[src/game_pkg.sv]
////////////////////////////////////////////////////////////////////////////
// Player subsystem shared types
////////////////////////////////////////////////////////////////////////////

package game_pkg;

	// playfield geometry.
	// the playfield is 20 columns wide and 15 rows high, row 0 at the top.

	// horizontal position, 0 is the left edge.
	typedef logic [4:0] column_t; // 20 columns.

	// vertical position, the shot starts at the bottom row.
	typedef logic [3:0] row_t; // 15 rows.

	// shot sequencing.
	// idle waits for a fire press, flying climbs until it leaves row 0.
	typedef enum logic {
		shot_idle,
		shot_flying
	} shot_state_t;

endpackage

[src/button_debounce.sv]
////////////////////////////////////////////////////////////////////////////
// Push button debouncer
////////////////////////////////////////////////////////////////////////////

`timescale 1ns/10ps

module button_debounce #(
	parameter int settle_cycles = 360000
) (
	input  logic clk_36MHz,
	input  logic reset,
	input  logic button,
	output logic press
);

	localparam int count_width = $clog2(settle_cycles + 1);
	localparam logic [count_width-1:0] settle_last = count_width'(settle_cycles - 1);

	logic                   sync_meta; // first synchroniser stage.
	logic                   sync_level;
	logic                   stable_level; // last confirmed button level.
	logic [count_width-1:0] settle_count;

	always_ff @(posedge clk_36MHz) begin
		if (!reset) begin
			sync_meta    <= 1'b0;
			sync_level   <= 1'b0;
			stable_level <= 1'b0;
			settle_count <= '0;
			press        <= 1'b0;
		end else begin
			sync_meta  <= button;
			sync_level <= sync_meta;
			press      <= 1'b0;
			// any glitch back to the stable level restarts the count.
			if (sync_level == stable_level) begin
				settle_count <= '0;
			end else if (settle_count == settle_last) begin
				settle_count <= '0;
				stable_level <= sync_level;
				press        <= sync_level; // pulse only on a confirmed press.
			end else begin
				settle_count <= settle_count + 1'b1;
			end
		end
	end

endmodule

[src/player_top.sv]
////////////////////////////////////////////////////////////////////////////
// Player subsystem top level
////////////////////////////////////////////////////////////////////////////

`timescale 1ns/10ps

module player_top #(
	parameter int columns       = 20,
	parameter int start_column  = 5,
	parameter int rows          = 15,
	parameter int settle_cycles = 360000, // 10 ms.
	parameter int step_cycles   = 1800000 // 50 ms.
) (
	input  logic              clk_36MHz,
	input  logic              reset,
	input  logic              enable,
	input  logic              left_button,
	input  logic              right_button,
	input  logic              fire_button,
	output game_pkg::column_t ship_x,
	output logic              shot_active,
	output game_pkg::column_t shot_x,
	output game_pkg::row_t    shot_row
);

	logic left_debounced; // one cycle press strobes.
	logic right_debounced;
	logic fire_debounced;

	button_debounce #(.settle_cycles(settle_cycles)) left_debounce (
		.clk_36MHz (clk_36MHz),
		.reset     (reset),
		.button    (left_button),
		.press     (left_debounced)
	);

	button_debounce #(.settle_cycles(settle_cycles)) right_debounce (
		.clk_36MHz (clk_36MHz),
		.reset     (reset),
		.button    (right_button),
		.press     (right_debounced)
	);

	button_debounce #(.settle_cycles(settle_cycles)) fire_debounce (
		.clk_36MHz (clk_36MHz),
		.reset     (reset),
		.button    (fire_button),
		.press     (fire_debounced)
	);

	ship #(
		.columns      (columns),
		.start_column (start_column)
	) ship (
		.clk_36MHz       (clk_36MHz),
		.reset           (reset),
		.enable          (enable),
		.left_debounced  (left_debounced),
		.right_debounced (right_debounced),
		.ship_x          (ship_x)
	);

	// the shot launches from the registered ship column.
	ship_shot #(
		.rows        (rows),
		.step_cycles (step_cycles)
	) ship_shot (
		.clk_36MHz      (clk_36MHz),
		.reset          (reset),
		.enable         (enable),
		.fire_debounced (fire_debounced),
		.ship_x         (ship_x),
		.shot_active    (shot_active),
		.shot_x         (shot_x),
		.shot_row       (shot_row)
	);

endmodule

[src/ship.sv]
////////////////////////////////////////////////////////////////////////////
// Ship column register
////////////////////////////////////////////////////////////////////////////

`timescale 1ns/10ps

module ship #(
	parameter int columns      = 20,
	parameter int start_column = 5
) (
	input  logic              clk_36MHz,
	input  logic              reset,
	input  logic              enable,
	input  logic              left_debounced,
	input  logic              right_debounced,
	output game_pkg::column_t ship_x
);

	import game_pkg::*;

	localparam column_t left_limit  = '0;
	localparam column_t right_limit = column_t'(columns - 1);
	localparam column_t home_column = column_t'(start_column);

	column_t next_x;

	// one column per accepted strobe, left has priority.
	always_comb begin
		next_x = ship_x;
		if (enable) begin
			if (left_debounced) begin
				if (ship_x != left_limit) begin
					next_x = ship_x - 1'b1;
				end
			end else if (right_debounced) begin
				if (ship_x != right_limit) begin
					next_x = ship_x + 1'b1;
				end
			end
		end
	end

	always_ff @(posedge clk_36MHz) begin
		if (!reset) begin
			ship_x <= home_column;
		end else begin
			ship_x <= next_x;
		end
	end

endmodule

[src/ship_shot.sv]
////////////////////////////////////////////////////////////////////////////
// Single player shot
////////////////////////////////////////////////////////////////////////////

`timescale 1ns/10ps

module ship_shot #(
	parameter int rows        = 15,
	parameter int step_cycles = 1800000
) (
	input  logic              clk_36MHz,
	input  logic              reset,
	input  logic              enable,
	input  logic              fire_debounced,
	input  game_pkg::column_t ship_x,
	output logic              shot_active,
	output game_pkg::column_t shot_x,
	output game_pkg::row_t    shot_row
);

	import game_pkg::*;

	localparam int step_width = $clog2(step_cycles + 1);
	localparam logic [step_width-1:0] step_last = step_width'(step_cycles - 1);
	localparam row_t bottom_row = row_t'(rows - 1);

	shot_state_t           state;
	logic [step_width-1:0] step_count;
	logic                  launch;
	logic                  step_done; // end of one step interval.

	// a fire press during flight is dropped.
	assign launch      = enable && fire_debounced && (state == shot_idle);
	assign step_done   = enable && (state == shot_flying) && (step_count == step_last);
	assign shot_active = (state == shot_flying);

	always_ff @(posedge clk_36MHz) begin
		if (!reset) begin
			state      <= shot_idle;
			step_count <= '0;
		end else begin
			case (state)
				shot_idle: begin
					step_count <= '0;
					if (launch) begin
						state <= shot_flying;
					end
				end
				shot_flying: begin
					if (step_done) begin
						step_count <= '0;
						// one more interval is spent on row 0 before it leaves.
						if (shot_row == '0) begin
							state <= shot_idle;
						end
					end else if (enable) begin
						step_count <= step_count + 1'b1;
					end
				end
				default: begin
					state      <= shot_idle;
					step_count <= '0;
				end
			endcase
		end
	end

	// launch column is taken once, the shot ignores later ship moves.
	always_ff @(posedge clk_36MHz) begin
		if (launch) begin
			shot_x   <= ship_x;
			shot_row <= bottom_row;
		end else if (step_done && shot_row != '0) begin
			shot_row <= shot_row - 1'b1; // climb one row.
		end
	end

endmodule

[config.mk]
export PLATFORM = sky130hd
export DESIGN_NAME = player_top
export DESIGN_NICKNAME = d
export VERILOG_FILES = /design/src/game_pkg.sv /design/src/button_debounce.sv /design/src/player_top.sv /design/src/ship.sv /design/src/ship_shot.sv
export SDC_FILE = /design/constraint.sdc
export NUM_CORES = 1
export LEC_CHECK = 0
export ABC_AREA = 1
export ABC_CLOCK_PERIOD_IN_PS = 1700
export BUFFER_PORTS_ARGS = -buffer_cell sky130_fd_sc_hd__buf_2
export CAP_MARGIN = 20
export CORE_AREA = 2 2 107 109
export CTS_CLUSTER_DIAMETER = 30
export DETAILED_ROUTE_END_ITERATION = 8
export DIE_AREA = 0 0 109 111
export GPL_ROUTABILITY_DRIVEN = 0
export GPL_TIMING_DRIVEN = 0
export PLACE_DENSITY = 0.64
export SYNTH_ARGS = -nofsm -noshare
export SYNTH_HDL_FRONTEND = slang
export SYNTH_SLANG_ARGS = --single-unit
export TNS_END_PERCENT = 10
[constraint.sdc]
create_clock -name clk_36MHz -period 1.7 [get_ports clk_36MHz]
set_input_delay 0.34 -clock clk_36MHz [delete_from_list [all_inputs] [get_ports clk_36MHz]]
set_output_delay 0.34 -clock clk_36MHz [all_outputs]
set_load 0.01 [all_outputs]
# Word-level counts from Yosys, hierarchy flattened
# Cells that the tools add are included.
dict set report classes {
  bitwise 8
  n_mux 11
  eq_ne 10
  reduce_logical 20
  addsub 7
}
# op n
set ops {}
lappend ops {{19-bit by 1-bit adder with 19-bit output (second input constant)} 3}
lappend ops {{19-bit == test (second input constant)} 3}
lappend ops {{21-bit two-way mux} 2}
lappend ops {{21-bit case mux with 2 select lines} 1}
lappend ops {{21-bit by 1-bit adder with 21-bit output (second input constant)} 1}
lappend ops {{21-bit == test (second input constant)} 1}
lappend ops {{5-bit two-way mux} 4}
lappend ops {{3-bit OR reduction} 6}
lappend ops {{1-bit NOT} 8}
lappend ops {{2-bit AND reduction} 3}
lappend ops {{5-bit by 1-bit adder with 5-bit output (second input constant)} 1}
lappend ops {{1-bit logical AND} 5}
lappend ops {{5-bit inequality test (second input constant)} 1}
lappend ops {{5-bit nonzero test} 1}
lappend ops {{5-bit by 1-bit subtractor with 5-bit output (second input constant)} 1}
lappend ops {{4-bit zero test} 1}
lappend ops {{4-bit AND reduction} 1}
lappend ops {{2-bit nonzero test} 2}
lappend ops {{4-bit nonzero test} 1}
lappend ops {{4-bit by 1-bit subtractor with 4-bit output (second input constant)} 1}
lappend ops {{1-bit == test} 3}
lappend ops {{1-bit two-way mux} 3}
lappend ops {{3-bit inequality test (second input constant)} 1}
lappend ops {{2-bit by 1-bit inequality test with 1-bit output (second input constant)} 1}
lappend ops {{1-bit case mux with 2 select lines} 1}
dict set report totals {
  reg_bits 105
  out_inout_bits 15
  wordCells 76
}

# Depth between registers and ports, before layout
# Gate-level depths: netlist of the first run.
dict set report logic_depth {
  ltp_word 4
  depth_mapped 10
}

# Cells and area by module
# Synthesis of the first run repeated with hierarchy kept, for this count alone.
dict set report hier_totals {
  cells_unflattened 793
  hier_area_um2 5642.9
}
# mod area_each_um2 instances cells_per_inst
set by_module_without_submodules {}
lappend by_module_without_submodules {button_debounce 1173.6 3 162}
lappend by_module_without_submodules {ship_shot 1729.2 1 251}
lappend by_module_without_submodules {ship 392.9 1 56}

# Worst setup path after synthesis of the first run
# OpenSTA, ideal clock, no wires.
dict set report synth_path {
  path_type {register to register}
  startpoint {register left_debounce.settle_count[0]}
  endpoint {register left_debounce.settle_count[0]}
  required_time_ns 1.579
  stages_incl_launch_ff 8
  path_buffers 1
  setup_time_ns 0.121
  slack_ns 0.182
  arrival_time_ns 1.396
  path_cell_list {dfxtp_1 > ha_1 > nand2_1 > nor2_2 > nand4_1 > nand3_2 > buf_2 > nor2_1}
}
dict set report synth_between {
  elab_chain_len 2
  elab_cells_between_ends 3
  classes_between {add/sub: 1; eq/ne: 1; reduce/logical: 1}
}
# element line_no
set synth_rtl {}
lappend synth_rtl {{from (decl)} button_debounce.sv:22} ;# logic [count_width-1:0] settle_count;
lappend synth_rtl {{from (signal assigned)} button_debounce.sv:43} ;# settle_count <= settle_count + 1'b1;
lappend synth_rtl {{parallel branches: the longest is 2 deep, another holds 19-bit by 1-bit adder with 19-bit output} n/a}
# Parallel ways; which one is timed is not known.
# A chain may end at the register's enable or synchronous reset.

# Worst setup path in the final report of the first run
dict set report layout_path {
  startpoint {register fire_debounce.settle_count[0]}
  endpoint {register fire_debounce.press}
}
dict set report layout_between {
  elab_chain_len 3
}
# element line_no
set layout_rtl {}
lappend layout_rtl {{from (decl)} button_debounce.sv:22}
lappend layout_rtl {{from (signal assigned)} button_debounce.sv:43}
lappend layout_rtl {{19-bit == test} button_debounce.sv:38} ;# end else if (settle_count == settle_last) begin
lappend layout_rtl {{1-bit NOT (no source line)} n/a}
lappend layout_rtl {{3-bit OR reduction (no source line)} n/a}
lappend layout_rtl {{to (signal assigned)} button_debounce.sv:41} ;# press <= sync_level;
lappend layout_rtl {{to (decl)} button_debounce.sv:13} ;# output logic press
# No other way between the ends.

==> results of run 1 <==
==> final timing paths <==
path	start	end	slack [ns]	depth (start not counted)
worst max-delay path	fire_debounce.settle_count[0]$_SDFF_PP0_	fire_debounce.press$_SDFF_PP0_	0.10	7
worst min-delay path	fire_button	fire_debounce.sync_meta$_SDFF_PN0_	0.17	3
worst max register to register	fire_debounce.settle_count[0]$_SDFF_PP0_	fire_debounce.press$_SDFF_PP0_	0.10	7
worst min register to register	right_debounce.sync_meta$_SDFF_PN0_	right_debounce.sync_level$_SDFF_PN0_	0.42	2
==> report_power, final <==
| group | leakage, nW | switching, mW | internal [mW] |
|---|---|---|---|
| Sequential | 0.861 | 0.00562 | 2.48 |
| Clock | 0.137 | 0.950 | 1.05 |
| Combinational | 1.10 | 0.0442 | 0.0194 |
| Total | 2.10 | 1.00 | 3.55 |
==> cells by family after synthesis <==
group                      after synthesis  synth area share
xor gates and xnor gates                42           0.06880
and+or+nand+nor                        430            0.3679
AOI/OAI and AO/OA                       62           0.06202
buffers and inverters                  101           0.07629
adders and majority gates                9           0.02247
DFF                                    105            0.4025
==> registers in the layout, indices dropped and copies added (netlist names), 4 cells and up <==
signal	flops
ship.ship_x	5
ship_shot.step_count	21
right_debounce.settle_count	19
ship_shot.shot_row	4
left_debounce.settle_count	19
fire_debounce.settle_count	19
ship_shot.shot_x	5
==> what timing repair did <==
action                     4_1_cts  5_1_grt
resized for setup                7       15
pin swaps                        4        4
buffers inserted                 4        2
setup endpoints to repair       33       65
==> metal layers <==
metal / global-route usage / part of all wire / vias to the layer above
li1: - / - / 2491
met1: 0.2531 / 0.47 / 2168
met2: 0.3238 / 0.48 / 61
met3: 0.03998 / 0.032 / 16
met4: 0.06752 / 0.017 / 0
met5: 0 / 0 / -
==> through the flow <==
step	utilization	total power [mW]
after detailed placement	0.5069	2.602
after CTS	0.5382	4.595
final	0.5443	4.547
after global placement	0.5069	2.602
after global routing	0.5443	4.688
after floorplan	-	2.582
==> worst max-delay path: stages, from the launching register on <==
cell	delay, ns
dfxtp_1	0.40
ha_4	0.19
nand3_2	0.12
nor2_1	0.21
nand2_1	0.12
nor3_1	0.25
nand3_1	0.14
nor2_1	0.10
==> final cells by class <==
type | instances | area, um^2
Multi-Input combinational cell | 543 | 2864
Fill cell | 1037 | 5047
Tap cell | 143 | 178.9
Sequential cell | 105 | 2158
Buffer | 14 | 81.33
Clock inverter | 5 | 40.04
Timing Repair Buffer | 24 | 135.1
Inverter | 87 | 329.1
Clock buffer | 11 | 242.7
==> cells in the final DEF, fill, tap and decap left out, drive strengths merged <==
cell type  instances
nor3b              2
ha                 8
a21oi             40
dfxtp            100
nand3b             4
edfxtp             5
nor2b              1
xor2              32
fa                 1
o21ai             15
nor3              26
a311oi             1
nand2            175
nor4               4
clkinvlp           1
nand3             55
nor2             127
buf               36
inv               89
o31ai              1
clkbuf            13
nand4             34
o22ai              1
or2                2
xnor2             10
o21a               4
clkinv             2
==> flow_summary.ini, run 1 <==
[global_route]
grt_pass1_wl_um = 19320
gr-usage-all-layers = 0.1964
gr-total-overflow = 0
grt_pass1_vias = 4365
antenna_found_initial = 0
grt_max_degree = 19

[route]
ant_nets = 0
drt-initial-drc-count = 218
routed_via_density = 5.082
routedWlPerCell_um = 11.91
first_pass_iters = 5
vias = 4736
drt-total-wl_um = 11100
drc_errors = 0

[placed_design]
dp_cells = 910
place_area_um2 = 5615
dp_hpwl_um = 8184
port_buffers = 18
dp_slack_ns = -0.1978

[timing]
final_hold_viol_count = 0
relSlewSlack = 0.6641
fmax_mhz = 626.2
clock_skew_ns = 0.01181
worstMarginPinSlew_ns = 0.5039
finalSetupTns_ns = 0
finalWorstSetupSlack_ns = 0.1030
finalCritPeriodShare = 0.9394
min_period_ns = 1.597
setup_viol = 0
slew_violations = 0
hold_ws_ns = 0.1682

[cells_and_area]
final_cell_area_um2 = 6030
final-instance-count-excl-fill = 932
area_growth_syn_to_layout_pct = 12.78
final_layout_size_suffix_gt1_frac = 0.1255
fin_nets = 799
n_antenna_cell = 0

[synthesis]
syn_nets = 764
syn_area_um2 = 5346
yosys-top-cells-area = dfxtp_1 (37%), nand2_1 (12%), nor2_1 (8.1%)
ys_seq_area_frac = 0.4025
yosysTopAreaCell = dfxtp_1
avgSynthCellArea_um2 = 7.138
async_reset_ff_frac = 0
synth_top_area_share = 0.3744
synth_ff_type = dfxtp_1
synth-seq-cells = 105
synth_common_cells = nand2_1 (168), nor2_1 (115), dfxtp_1 (100)
yosys.cell_types.count = 39
yosysMostFrequentCell = nand2_1
yosysWarnings = 0
synthCells = 749
synth_edf_count = 5

[floorplanning]
num_io_pins = 21
fp.dieH_um = 111
die_w_um = 109
core_um2 = 11080
start_util = 0.4827
die_area_um2 = 12100
row_count = 39

[clocking]
h-tree-depth = 3
hold_buffers = 0
clock_insertion_delay_worst_skew_ns = 0.36
clk_pin_slew_ns = 0.07
clockBufferDepth = 2
cts.sinks = 105
cts_buffers = 9
cts_tree = built
cts-root-buf = clkbuf_16

[setup_path]
path_max_fanout = 5
crit_arrival_ns = 1.89
cp-start-kind = flop
cp.required_ns = 1.99
crit_path_end_kind = flop
path_class = reg2reg

[pwr]
power_density_nw_per_um2 = 754.2
ir_worst_vdd_uv = 571.9
power_leakage_nw = 2.095

[flow_run]
maxCapViolations = 0

[worst_hold_path]
worstHoldPathType = in2reg

[run_status]
run_status = complete, no violations
(Power assumes the default switching activity.)
==> inputs of run 2 (changes only) <==
--- a/config.mk
+++ b/config.mk
@@ -7,7 +7,7 @@
 export LEC_CHECK = 0
 export ABC_AREA = 1
 export ABC_CLOCK_PERIOD_IN_PS = 1700
-export BUFFER_PORTS_ARGS = -buffer_cell sky130_fd_sc_hd__buf_2
+export BUFFER_PORTS_ARGS = -buffer_cell sky130_fd_sc_hd__buf_4
 export CAP_MARGIN = 20
 export CORE_AREA = 2 2 107 109
 export CTS_CLUSTER_DIAMETER = 30
==> run 2 against run 1 <==
  * Critical path depth rose by 1
  * Non-clock buffer count did not move
  * Sequential power barely moved
  * Cell area rose by 1.6%
  * Worst hold slack got worse by 0.0011 ns
  * Clock-buffer cell count fell by 2
  * Via count rose by 0.46%
==> flow_summary.ini, run 2 (synthesis results as in run 1) <==
[pwr]
pwr-share-comb = 0.014
swShare = 0.2170
power_leakage_nw = 2.106
total_power_mw = 4.667
pwr-share-clk = 0.453
p_seq_frac = 0.533
ir_worst_vdd_uv = 620.7
power_density_nw_per_um2 = 762.1
switchingPower_mw = 1.013
p_int_mw = 3.655

[setup_path]
cp-start-kind = flop
crit_path_end_kind = flop
cpPeakStageDelay_ns = 0.37
path_max_fanout = 10
path_cells = ha_2 > nand3_2 > nor2_4 > nand3_4 > nand2_4 > inv_4 > buf_6 > o21a_1
path_class = reg2reg
crit_arrival_ns = 1.84
cp.required_ns = 1.95
critical-path-top-delay-family = simple AND/OR/NAND/NOR gates
cp_num_buf_inv = 2
cp_slowest_cell = dfxtp_1

[clocking]
cts_tree = built
clock_insertion_delay_worst_skew_ns = 0.36
cts_buffers = 9
clk_pin_slew_ns = 0.07
h-tree-depth = 3
cts.sinks = 105
cts-root-buf = clkbuf_16
clockBufferDepth = 2

[floorplanning]
start_util = 0.4827
die_w_um = 109
fp.dieH_um = 111
core_um2 = 11080
num_io_pins = 21
row_count = 39
die_area_um2 = 12100

[flow_run]
maxCapViolations = 0

[cells_and_area]
largest_reg_flops = 21
seqCellArea_um2 = 2160
final_cell_area_um2 = 6125
final_layout_size_suffix_gt1_frac = 0.1305
area_growth_syn_to_layout_pct = 14.56
multi_input_area_um2 = 2892
final_cell_mix = nand2_1 (167), nor2_1 (112), dfxtp_1 (96), inv_1 (83), nand3_1 (47)
fill_cells = 1023
n_antenna_cell = 0
fin_nets = 799
final-instance-count-excl-fill = 932
max_flop_register = ship_shot.step_count
fin_util = 0.5529
mostFrequentLayoutCell = nand2_1

[route]
routedWlPerCell_um = 12.17
drc_errors = 0
routed_via_density = 5.105
wl_met1_um = 5282
dr_wl_met2_um = 5533
drt-total-wl_um = 11340
met3_length_um = 376
ant_nets = 0
vias = 4758
routed.top_layer = met4
first_pass_iters = 4
drt-initial-drc-count = 227

[timing]
min_period_ns = 1.583
relSlewSlack = 0.6515
final_hold_viol_count = 0
setup_viol = 0
worstMarginPinSlew_ns = 0.5227
clock_skew_ns = 0.009457
hold_ws_ns = 0.1671
finalSetupTns_ns = 0
rsz0062_at_grt = yes
finalCritPeriodShare = 0.9311
finalWorstSetupSlack_ns = 0.1171
fmax_mhz = 631.8
slew_violations = 0

[run_status]
run_status = complete, no violations

[global_route]
antenna_found_initial = 0
gr-total-overflow = 0
grt_pass1_vias = 4472
gr-usage-all-layers = 0.1981
grt_pass1_wl_um = 19530
grt_max_degree = 19

[placed_design]
dp_slack_ns = -0.2260
place_area_um2 = 5660
port_buffers = 18
dp_cells = 910
dp_hpwl_um = 8272

[worst_hold_path]
worstHoldPathType = in2reg
==> run 2: worst min-delay path, stage by stage <==
cell and delay (ns):
buf_4 0.08, nand2_1 0.04, inv_1 0.04
==> run 2: cell type report <==
type / instances / area share
Buffer: 14 / 0.01328
Clock buffer: 9 / 0.03677
Clock inverter: 7 / 0.01287
Inverter: 87 / 0.05373
Multi-Input combinational cell: 543 / 0.4721
Sequential cell: 105 / 0.3526
Tap cell: 143 / 0.02921
Timing Repair Buffer: 24 / 0.02942
==> run 2: what timing repair did <==
item                                    4_1_cts  5_1_grt
endpoints found under the setup margin       33       62
hold buffers                                  0        0
pin swaps                                     3        4
buffers inserted                              3        3
gates resized for setup                       7       19
==> run 2: worst paths after layout <==
kind,from,end,slack (ns),depth (start not counted)
setup reg to reg,ship_shot.step_count[1]$_SDFFE_PN0P_,ship_shot.step_count[0]$_SDFFE_PN0P_,0.12,8
hold reg to reg,fire_debounce.sync_meta$_SDFF_PN0_,fire_debounce.sync_level$_SDFF_PN0_,0.41,2
hold / removal,right_button,right_debounce.sync_meta$_SDFF_PN0_,0.17,3
setup / recovery,ship_shot.step_count[1]$_SDFFE_PN0P_,ship_shot.step_count[0]$_SDFFE_PN0P_,0.12,8
==> run 2: per-layer routing <==
layer  vias up  GRT usage
met1      2194     0.2465
met4         0    0.06923
met3         9    0.04350
met2        66     0.3337
li1       2489          -
met5         -          0
==> run 2: power groups by stage <==
stage | clock network (mW) | registers [mW] | logic (mW)
2_1_floorplan | 0 | 2.54 | 0.0377
3_3_place_gp | 0 | 2.54 | 0.0589
3_5_place_dp | 0 | 2.55 | 0.0593
4_1_cts | 2.19 | 2.49 | 0.0647
5_1_grt | 2.27 | 2.49 | 0.0734
6_report | 2.11 | 2.49 | 0.0653
